<file path="src/verilog/ahb_pkg.sv">
// AHB bus widths and the encodings for transfer type, transfer size and slave response
package ahb_pkg;

  // ----------------------------------------
  // Bus widths
  // ----------------------------------------
  localparam int HADDR_W = 32;
  localparam int HDATA_W = 32;

  // ----------------------------------------
  // Transfer type (htrans)
  // ----------------------------------------
  // Only NONSEQ and SEQ carry a transfer
  localparam logic [1:0] HTRANS_IDLE   = 2'b00;
  localparam logic [1:0] HTRANS_BUSY   = 2'b01;
  localparam logic [1:0] HTRANS_NONSEQ = 2'b10;
  localparam logic [1:0] HTRANS_SEQ    = 2'b11;

  // ----------------------------------------
  // Transfer size (hsize)
  // ----------------------------------------
  // Anything above a word is illegal for this slave
  localparam logic [2:0] HSIZE_BYTE = 3'b000;
  localparam logic [2:0] HSIZE_HALF = 3'b001;
  localparam logic [2:0] HSIZE_WORD = 3'b010;

  // ----------------------------------------
  // Slave response (hresp)
  // ----------------------------------------
  // Split and retry are never given
  localparam logic [1:0] HRESP_OKAY  = 2'b00;
  localparam logic [1:0] HRESP_ERROR = 2'b01;

endpackage

</file>
<file path="src/verilog/mem_pkg.sv">
// Memory geometry constants and the memory word type with word and byte-lane views
package mem_pkg;

  // ----------------------------------------
  // Geometry
  // ----------------------------------------
  // Number of words in the array
  localparam int MEM_WORDS = 256;
  // Width of the word index
  localparam int IDX_W = 8;
  // Byte lanes per word
  localparam int BYTES_PER_WORD = 4;
  // Byte offset bits inside a word
  localparam int OFS_W = 2;

  // ----------------------------------------
  // Memory word
  // ----------------------------------------
  // Same 32 bits seen two ways
  // Whole word for reads
  // Separate byte lanes for masked writes
  typedef union packed {
    logic [BYTES_PER_WORD*8-1:0]    word;
    logic [BYTES_PER_WORD-1:0][7:0] lanes;
  } mem_word_u;

endpackage
</file>
<file path="src/verilog/ahb_addr_stage.sv">
// AHB address phase capture with legality check, byte-lane mask and word index
`timescale 1ns/100ps

module ahb_addr_stage (
  input  logic                              hclk,
  input  logic                              rst_n,
  input  logic                              hsel,
  input  logic                              hwrite,
  input  logic                              hready_in,
  input  logic                              ready_own,
  input  logic [ahb_pkg::HADDR_W-1:0]       haddr,
  input  logic [1:0]                        htrans,
  input  logic [2:0]                        hsize,
  output logic                              dp_write,
  output logic                              dp_err,
  output logic [mem_pkg::IDX_W-1:0]         dp_idx,
  output logic [mem_pkg::BYTES_PER_WORD-1:0] dp_lanes
);

  import ahb_pkg::*;
  import mem_pkg::*;

  logic                           active;
  logic                           accept;
  logic                           size_ok;
  logic                           aligned;
  logic                           in_range;
  logic                           legal;
  logic [HADDR_W-OFS_W-1:0]       word_addr;
  logic [BYTES_PER_WORD-1:0]      lanes;

  // ----------------------------------------
  // Acceptance
  // ----------------------------------------
  // Real transfer only for NONSEQ or SEQ
  assign active = (htrans == HTRANS_NONSEQ) || (htrans == HTRANS_SEQ);
  // Bus must be ready and our own ERROR stall must be over
  assign accept = hsel && active && hready_in && ready_own;

  // ----------------------------------------
  // Legality
  // ----------------------------------------
  // Word address drops the byte offset
  assign word_addr = haddr[HADDR_W-1:OFS_W];
  // Upper address bits must stay inside the array
  assign in_range  = (word_addr < MEM_WORDS);
  assign size_ok   = (hsize <= HSIZE_WORD);

  // Alignment and lane mask both follow size and low address bits
  always_comb
  begin
    case (hsize)
      HSIZE_BYTE:
      begin
        aligned = 1'b1;
        lanes   = 4'b0001 << haddr[OFS_W-1:0];
      end
      HSIZE_HALF:
      begin
        aligned = !haddr[0];
        // Upper or lower halfword
        lanes   = haddr[1] ? 4'b1100 : 4'b0011;
      end
      HSIZE_WORD:
      begin
        aligned = (haddr[OFS_W-1:0] == 2'b00);
        lanes   = 4'b1111;
      end
      default:
      begin
        aligned = 1'b0;
        lanes   = 4'b0000;
      end
    endcase
  end

  assign legal = size_ok && aligned && in_range;

  // ----------------------------------------
  // Data phase registers
  // ----------------------------------------
  always_ff @(posedge hclk)
  begin
    if (!rst_n)
    begin
      dp_write <= 1'b0;
      dp_err   <= 1'b0;
    end
    else if (!ready_own)
    begin
      // First ERROR cycle, flag lasts one cycle
      dp_write <= 1'b0;
      dp_err   <= 1'b0;
    end
    else if (hready_in)
    begin
      dp_write <= accept && legal && hwrite;
      dp_err   <= accept && !legal;
    end
  end

  // Index for reads and writes, lanes for writes only
  always_ff @(posedge hclk)
  begin
    if (accept && legal)
    begin
      dp_idx <= word_addr[IDX_W-1:0];
      if (hwrite)
      begin
        dp_lanes <= lanes;
      end
    end
  end

endmodule

</file>
<file path="config.mk">
export PLATFORM = sky130hd
export DESIGN_NAME = ahb_addr_stage
export DESIGN_NICKNAME = d
export VERILOG_FILES = /design/src/verilog/ahb_pkg.sv /design/src/verilog/mem_pkg.sv /design/src/verilog/ahb_addr_stage.sv
export SDC_FILE = /design/constraint.sdc
export NUM_CORES = 1
export LEC_CHECK = 0
export ABC_AREA = 1
export BUFFER_PORTS_ARGS = -buffer_cell sky130_fd_sc_hd__buf_4
export CAP_MARGIN = 10
export CORE_MARGIN = 4
export CORE_UTILIZATION = 39
export CTS_CLUSTER_DIAMETER = 150
export CTS_CLUSTER_SIZE = 12
export DETAILED_ROUTE_END_ITERATION = 7
export PLACE_DENSITY = 0.9
export REMOVE_ABC_BUFFERS = 1
export SETUP_SLACK_MARGIN = 0.15
export SLEW_MARGIN = 20
export SYNTH_ARGS = -nofsm -noshare
export SYNTH_HDL_FRONTEND = slang
export SYNTH_SLANG_ARGS = --single-unit
</file>
<file path="constraint.sdc">
create_clock -name hclk -period 3.2 [get_ports hclk]
set_input_delay 0.64 -clock hclk [delete_from_list [all_inputs] [get_ports hclk]]
set_output_delay 0.64 -clock hclk [all_outputs]
set_load 0.03 [all_outputs]
</file>
Yosys cells after proc, flatten, opt, wreduce, memory -nomap -nowiden:

Index checks and enable logic that the tools add are counted.

* shift-type cells: 1
* magnitude comparators: 2
* equality and inequality tests: 4
* reduce and logical (&&, ||, !) cells: 15
* mux-type cells: 3

Operators with widths (count)
* 30-bit by 9-bit less-than comparator with 1-bit output, second input constant: 1
* 4-bit case mux with 3 select lines: 1
* 1-bit logical AND: 8
* 2-bit == test, second input constant: 2
* 4-bit two-way mux: 1
* 2-bit AND reduction: 2
* 1-bit by 2-bit left shift with 4-bit output, first input constant: 1
* 3-bit by 1-bit == test with 1-bit output, second input constant: 1
* 3-bit by 2-bit == test with 1-bit output, second input constant: 1
* 3-bit by 2-bit <= comparator with 1-bit output, second input constant: 1
* 3-bit logical NOT: 1
* 1-bit case mux with 3 select lines: 1
* 1-bit logical NOT: 2
* 2-bit logical NOT: 1
* 1-bit logical OR: 1

* output and inout bits: 14
* flip-flop bits (word level): 14
* logic and storage cells: 29
* input port bits: 43

Depth between registers and ports, before layout:

Gate-level depths: netlist of run 1.

* depth in word-level cells: 7
* mapped depth: 8
* depth with buffers taken out: 8

Worst setup path after synthesis of run 1:

OpenSTA, ideal clock, no wires.

* path type: input port to flip-flop
* start point: in hsize[2]
* end point: reg dp_idx[0] (netlist name) (enable)
* arrival time: 1.470 ns
* slack: 1.359 ns
* stages: 7
* required time: 2.830 ns
* library setup time: 0.370 ns
* buffers on the path: 0
* cells stage by stage: nor2_1 > nand2_1 > nor2_1 > nand2_1 > nor2_2 > inv_1 > nor2_1

* longest elaborated chain between the ends: 5
* elaborated cells on any way between the ends: 8
* classes of those cells: order compare: 1; eq/ne: 2; mux: 1; reduce/logical: 4

RTL lines
* from (decl): RTL line ahb_addr_stage.sv:13 `input logic [2:0] hsize,`
* 3-bit by 2-bit == test with 1-bit output (tied with other cells): RTL line ahb_addr_stage.sv:52 `case (hsize)`
* 1-bit case mux with 3 select lines: RTL line ahb_addr_stage.sv:52
* 1-bit logical AND * (2 in series): RTL line ahb_addr_stage.sv:77 `assign legal = size_ok && aligned && in_range;`
* 1-bit logical AND *: RTL line ahb_addr_stage.sv:105 `if (accept && legal)`
* to (signal assigned): RTL line ahb_addr_stage.sv:107 `dp_idx <= word_addr[IDX_W-1:0];`
* to (decl): RTL line ahb_addr_stage.sv:16 `output logic [mem_pkg::IDX_W-1:0] dp_idx,`

Mark *: on every way between the ends. The rest lies on a longest branch, timed or not.
A chain may end at the register's enable or synchronous reset.

Worst setup path in the final report of run 1:

* start point: in hsize[2]
* end point: reg dp_idx[7] (netlist name) (enable)

Same word-level chain as after synthesis.

==> results of run 1 <==
[critical path, cell delays in order]
cell and delay (ns):
buf_4 0.12, nor2_1 0.09, nand2_1 0.06, nor2_1 0.09, nand2_1 0.06, nor2_2 0.13
inv_1 0.07, nor2_1 0.46
[metal layers]
layer | track usage (%) | vias up | routed length [um]
li1 | - | 353 | -
met1 | 14.2 | 285 | 592
met2 | 23.7 | 48 | 776
met3 | 6.42 | 2 | 242
met4 | 6.73 | 0 | 8
met5 | 0 | - | 0
[logic make-up after synthesis]
logic type | synth area share, %
AOI/OAI and AO/OA | 7.47
buffers and inverters | 5.75
DFF | 61.3
and+or+nand+nor | 25.5
[sequential cells by signal (all words and copies together) (netlist names)]
| signal | cells |
|---|---|
| dp_idx | 8 |
| dp_lanes | 4 |
| dp_err | 1 |
| dp_write | 1 |
[layout by cell type, fill, tap and decap left out]
cell type and n:
nand3_2 1, clkinv_1 1, inv_1 10, o31ai_1 2, a21oi_2 1, nand4_1 1, clkbuf_4 3, nor2_2 1
dfxtp_1 2, buf_4 55, nand3_1 1, nor2_1 18, edfxtp_1 12, o21ai_0 4, a21oi_1 1, nand2_1 19
[cell type report]
| class | count | area share, % |
|---|---|---|
| clock buffer | 3 | 2.02 |
| clock inverter | 1 | 0.337 |
| inverter | 10 | 3.37 |
| multi-input combinational | 49 | 19.3 |
| sequential | 14 | 36.0 |
| tap | 16 | 1.80 |
| timing repair buffer | 55 | 37.1 |
[cells in the mapped netlist (all sizes together)]
cell and count:
nand2 19, nor2 19, edfxtp 12, inv 10, o21ai 4, a21oi 2
dfxtp 2, nand3 2, o31ai 2, nand4 1
[stage by stage]
stage | total power (W) | util [%] | worst slack (ns) | instance area [sq um]
floorplan | 0.000216 | - | 1.36 | 653
global placement | 0.000256 | 70.5 | 1.07 | 1090
detailed placement | 0.000258 | 70.5 | 1.06 | 1090
CTS | 0.000354 | 72.2 | 1.35 | 1110
global route | 0.000368 | 72.2 | 1.22 | 1110
finish | 0.000350 | 72.2 | 1.38 | 1110
[where the power goes]
| group | switching (W) | internal, W |
|---|---|---|
| registers | 0.0000000716 | 0.000198 |
| clock network | 0.0000506 | 0.0000451 |
| logic | 0.0000191 | 0.0000372 |
| total | 0.0000698 | 0.000280 |
[worst paths after layout]
path | startpoint | end | slack (ns) | depth (start not counted)
setup / recovery | hsize[2] | dp_idx[7] | 1.38 | 8
hold / removal | dp_err | dp_err | 0.47 | 2
setup reg to reg | dp_write | dp_write | 2.61 | 2
hold reg to reg | dp_err | dp_err | 0.47 | 2
==> results by stage, run 1 <==
Clocking:
- Post-CTS repair changed the size of 0 cells.
- In this run the post-CTS setup repair buffer count came out at 0.
- The clock net in this run drives a total of 14 sinks.
- The TritonCTS buffer count is 3.
- In this run, post-CTS hold repair placed 0 buffers.
- In this run the number of H-tree levels came out at 1.
- The clock tree from TritonCTS is yes.
- The clock latency on the worst-skew pair is 0.26 ns.
- The tree is rooted in a clkbuf_4.
- Clock-pin slew was measured on the worst setup and hold paths at 0.07 ns.
- In this run the deepest clock path goes through 2 buffers.

Critical path:
- At the worst endpoint, the arrival time is 1.72 ns.
- The maximum fanout along the worst path is 8.
- For the worst setup path, the data required time is just over 3 ns.
- The kind of launch point of the worst setup path is an input port.
- The sort of element at the end of the critical path is a register.
- The type of the worst setup path is input port to register.

Route:
- Detailed routing inserted a total of 688 vias.
- The detail-routed net length per standard cell is between 10 and 15 um.
- The total wirelength of the detailed-routed design is between 1500 and 2000 um.
- Once detail routing completed, the nets flagged for antenna violations numbered 0.
- The first detailed-routing pass ran for 4 iterations.
- In the routed design, unresolved DRC markers number 0.
- In this run, the number of DRC markers left after iteration 0 of detailed routing was 8.
- Dividing the detail-routed via count by the number of cells gives approximately 4.6.

STA:
- Measured against its own limit, the worst slew margin works out to about three fifths.
- Timing would allow up to approximately 550 MHz.
- The actual transition at the worst max-transition pin is 0.595 ns.
- Setup violations remaining at the end of the flow were counted as 0.
- The count of final max-slew check failures is 0.
- In the final timing run, aggregate negative setup slack is 0 ns.
- Setup repair after global routing left no endpoint under its margin.
- The minimum period implied by the final worst setup slack is about 1.8 ns.
- The worst path uses 56.8% of the clock period.
- The final number of hold-violating endpoints is 0.
- Hold is met by approximately 0.47 ns.
- The final setup skew is 0 ns.

Global route:
- The number of global-route vias before repair is 680.
- Entering global routing, the biggest net connects 9 pins.
- Summed over all layers, the global routing overflow is 0.
- The first global-routing pass estimated about 2600 um of wire.
- Across every metal layer, demand over resource in global routing totals 13.9%.
- The number of antenna violations at the first check in global routing is 0.

Power:
- IR analysis of the VDD net gives a maximum drop of approximately 0.14 mV.
- The static leakage is between 0.5 and 0.6 nW.
- Dividing total power by cell area gives a power density of approximately 310 mW/mm^2.

Cells and area:
- In the final layout, the share of cells above drive strength 1 is a little under half.
- After filler insertion, the fill cell instance count of the layout stands at 121.
- In the final design database the tool counted ~180 nets.
- The number of antenna diodes in the final layout is 0.
- In the final layout, the multi-input gates occupy ~220 sq um.
- The area growth from synthesis to final layout is 70.3%.
- The area of all sequential standard cells is 400 sq um.
- The final cell count without fillers is about 150.

Synth:
- After synthesis, the largest area contributor takes up between 50 and 60% of total cell area.
- Counting distinct cell types in the post-synthesis netlist gives 13.
- Synthesis inferred 14 register bits.
- The average instance area after synthesis is 8.95 sq um.
- The cell area that synthesis handed to floorplanning was around 650 sq um.
- Synthesis handed over a netlist of between 70 and 80 instances.
- By area the synthesized netlist is led by edfxtp_1 (55%), nand2_1 (11%), nor2_1 (10%).
- The share of the Yosys chip area taken by registers is around three fifths.
- edfxtp_1 takes more of the synthesized area than any other cell.
- For this run, the number of Yosys warnings is 0.

Placement:
- The port buffer count is 55.
- The global placer's final weighted congestion is 0.740.
- The count of placed standard cells including taps is 144.
- The wire-length estimate of the detail-placed layout is about 1400 um.

Floorplan:
- In this run the horizontal extent of the chip is around 49 um.
- The die covers ~0.0024 sq mm.
- The floorplan row count is 14.
- Measured along the y axis, the die boundary spans approximately 49 um.
- The initial utilization of the core area, before any placement, comes to a little over two fifths.
- The count of boundary I/O pins is 57.
- The area of the core is 0.00154 sq mm.

Flow run:
- The number of max-cap violations is 0.

Worst hold path:
- The class of the worst hold path is register to register.

Outcome:
- The flow ran to the end, and the final reports show no timing, DRC or antenna violations.
Power figures use the tool's default switching activity.
==> run 2, diff against run 1 <==
--- a/config.mk
+++ b/config.mk
@@ -9,11 +9,11 @@
 export BUFFER_PORTS_ARGS = -buffer_cell sky130_fd_sc_hd__buf_4
 export CAP_MARGIN = 10
 export CORE_MARGIN = 4
-export CORE_UTILIZATION = 39
+export CORE_UTILIZATION = 36
 export CTS_CLUSTER_DIAMETER = 150
 export CTS_CLUSTER_SIZE = 12
 export DETAILED_ROUTE_END_ITERATION = 7
-export PLACE_DENSITY = 0.9
+export PLACE_DENSITY = 0.85
 export REMOVE_ABC_BUFFERS = 1
 export SETUP_SLACK_MARGIN = 0.15
 export SLEW_MARGIN = 20
==> constraint.sdc (replaced) <==
create_clock -name hclk -period 1.9 [get_ports hclk]
set_input_delay 0.38 -clock hclk [delete_from_list [all_inputs] [get_ports hclk]]
set_output_delay 0.38 -clock hclk [all_outputs]
set_load 0.03 [all_outputs]
==> results by stage, run 2 (synthesis gave the netlist of run 1 again) <==
Route:
- The total wirelength of the detailed-routed design is 1630 um (+0.43%).
- The top routing layer in use is met3.
- The average vias per placed instance was 4.56 (-1.8%).
- The routed length on met1 came to 555 um (-6.3%).
- The remaining design rule violation count was 0 (unchanged).
- The wire length on met2 was 807 um (+4.0%).
- The post-detailed-route count of antenna-violating nets is 0 (unchanged).
- The wire length on met3 came to 264 um (+9.1%).
- The overall via count from detail_route is 721 (+4.8%).
- The detail-routed net length per standard cell came to 10.3 um (-5.9%).
- The number of iterations in the first detailed-routing pass is 4 (unchanged).
- The initial detailed-routing violation count was 9 (+1).

Cells and area:
- The count of inserted antenna diode cells is 0 (unchanged).
- The final net count is 177 (+0.57%).
- The flip-flop count of the largest register after layout is 8 (unchanged).
- Counting flops per register, the top entry is dp_idx.
- The most common cell after layout, fill and taps aside is buf_4.
- In the layout the commonest cells are buf_4 (56), nand2_1 (19), nor2_1 (18).
- The largest registers in the layout are dp_idx: 8 flops, dp_lanes: 4 flops.
- The final cell count without fillers is 158 (+6.8%).
- The fraction of layout cells with a size suffix above 1 is 46.6% (+0.40 points).
- The area growth from synthesis to final layout is 73.2%.

Placement:
- The global placer's final weighted congestion is 0.685 (-7.5%).
- The count of placed standard cells including taps was 154 (+6.9%).
- The half-perimeter wire length after detailed placement came to 1450 um (+1.7%).
- The port buffer count is 55 (unchanged).

STA:
- The total negative slack for setup checks was 0 ns (unchanged).
- The final setup skew is 0 ns (unchanged).
- Setup repair after global routing left no endpoint under its margin.
- For this run, the top clock speed supported by timing is approximately 790 MHz.
- The final number of hold-violating endpoints is 0 (unchanged).
- The relative slew slack was 84.3% (+24 points).
- The setup-violating endpoint count in the final report was 0 (unchanged).
- The portion of the clock cycle consumed by the worst path in the final layout is between 60% and 70%.
- The smallest hold slack is 0.279 ns (-0.195 ns).
- The actual transition at the worst max-transition pin is 0.233 ns (-0.362 ns).
- For the finished layout, the period the worst path requires is 1.26 ns.
- The count of final max-slew check failures came to 0 (unchanged).

Global route:
- The number of antenna violations at the first check in global routing is 0 (unchanged).
- The overall fraction of global-route tracks in use came to 13.8% (-0.15 points).
- The number of global-route vias before repair is 708 (+4.1%).
- The global-route wire length before repair came to 2650 um (+1.6%).
- The total congestion overflow after global routing is 0 (unchanged).
- The pin count of the biggest net entering global routing is 9 (unchanged).

Critical path:
- The worst register-to-register path begins at dp_err.
- The kind of launch point of the worst setup path is an input port.
- The most prevalent standard cell on the critical path is nor2_1.
- The maximum single-stage delay on the critical path came to 0.17 ns (-0.29 ns).
- The sort of element at the end of the critical path is a register.
- The cell with the biggest individual delay on the critical path is buf_4.
- The top cell family by delay on the critical path is simple AND/OR/NAND/NOR gates.
- The required time of the worst setup path is 1.89 ns (-1.22 ns).
- The worst-case reg-to-reg path depth is 2 (unchanged).
- The arrival time at the worst endpoint is 1.25 ns (-0.47 ns).
- The startpoint of the worst setup timing path is hsize[2].
- The maximum fanout along the worst path was 8 (unchanged).
- In this run the critical register-to-register path is captured at dp_err.
- The worst-case register-to-register setup slack is 1.31 ns (-1.30 ns).
- The type of the worst setup path is input port to register.
- Traced cell by cell, the critical path runs through buf_4 > nor2_1 > nand2_1 > nor2_1 > nand2_1 > nor2_2 > inv_1 > nor2_1 > buf_4.
- The worst path buffer plus inverter count is 3 (+1).

Floorplan:
- The total die area was 0.00256 sq mm (+7.0%).
- The initial core utilization is 37.8% (-4.5 points).
- The overall die width is 50.6 um (+3.4%).
- The die outline height came to 50.6 um (+3.4%).
- The floorplan row count is 15 (+1).
- The area of the core is 0.00173 sq mm (+12%).
- The count of boundary I/O pins came to 57 (unchanged).

Clocking:
- The clock tree from TritonCTS is yes.
- The root buffer selected by CTS is clkbuf_4.
- The number of buffers added to fix hold violations after cts is 0 (unchanged).
- The buffer levels on the longest clock path is 2 (unchanged).
- The number of cells upsized or downsized after cts came to 0 (unchanged).
- The clock-pin slew on the worst setup and hold paths is 0.08 ns (about the same).
- The clock latency on the worst-skew pair is 0.27 ns (about the same).
- The number of H-tree levels is 1 (unchanged).
- The total number of clock tree sinks came to 14 (unchanged).
- The setup fix buffers added after clock tree synthesis came to 0 (unchanged).
- The TritonCTS buffer count is 3 (unchanged).

Power:
- The maximum vdd ir drop is 0.231 mV (+65%).
- The static leakage is 0.521 nW (+1.1%).
- The power density over the cells is 522 mW/mm^2 (+66%).

Worst hold path:
- The cell depth of the worst hold path is 1 (-1).
- The path class of the tightest hold or removal check is input port to register.
- For hold timing, the worst endpoint is dp_idx[5].
- The startpoint of the most critical hold path is haddr[7].

Flow run:
- The number of max-cap violations is 0 (unchanged).

Outcome:
- The run finished with clean final reports.
## run 2: changes by cell type in the layout (fill, tap and decap cells not counted)
| cell | before | now |
|---|---|---|
| buf_4 | 55 | 56 |
## run 2: how the worst max path moves through the flow
| stage | endpoint | slack, ns | cells past startpoint |
|---|---|---|---|
| global placement | dp_idx[2] | 0.34 | 9 |
| detailed placement | dp_idx[7] | 0.33 | 9 |
| finish | dp_idx[1] | 0.64 | 9 |
| CTS | dp_idx[6] | 0.62 | 9 |
| floorplan | dp_idx[0] | 0.32 | 7 |
| global route | dp_idx[4] | 0.51 | 9 |
## run 2: cell type report
| type | count | area [sq um] |
|---|---|---|
| inverter | 10 | 37.5 |
| timing repair buffer | 56 | 420 |
| fill | 156 | 596 |
| tap | 25 | 31.3 |
| clock inverter | 1 | 3.75 |
| multi-input combinational | 49 | 215 |
| sequential | 14 | 400 |
| clock buffer | 3 | 22.5 |
## run 2: metrics by stage
step                      total power [W]  utilization, %  instance area (sq um)  worst slack [ns]
after detailed placement         0.000436            64.0                   1100             0.331
after global placement           0.000432            64.0                   1100             0.343
final                            0.000591            65.5                   1130             0.640
after CTS                        0.000596            65.5                   1130             0.623
after floorplan                  0.000363               -                    653             0.319
after global routing             0.000628            65.5                   1130             0.505
## run 2: report_power, final
part	switching, W	internal [W]	leakage (nW)
Sequential	0.000000134	0.000333	0.119
Clock	0.0000865	0.0000760	0.0154
Combinational	0.0000320	0.0000627	0.387
Total	0.000119	0.000472	0.521
## run 2: worst register-to-register path, delay by kind of cell (launching register included)
kind / cells / cell delay, ns
flip-flops: 1 / 0.34
AND/OR/NAND/NOR: 1 / 0.06
AO/OA/AOI/OAI: 1 / 0.14
## run 2: layer usage
metal  vias to the layer above  global-route usage, %
met5                         -                      0
met1                       315                   12.0
met3                         0                   6.23
met2                        51                   26.1
met4                         0                   6.73
li1                        355                      -
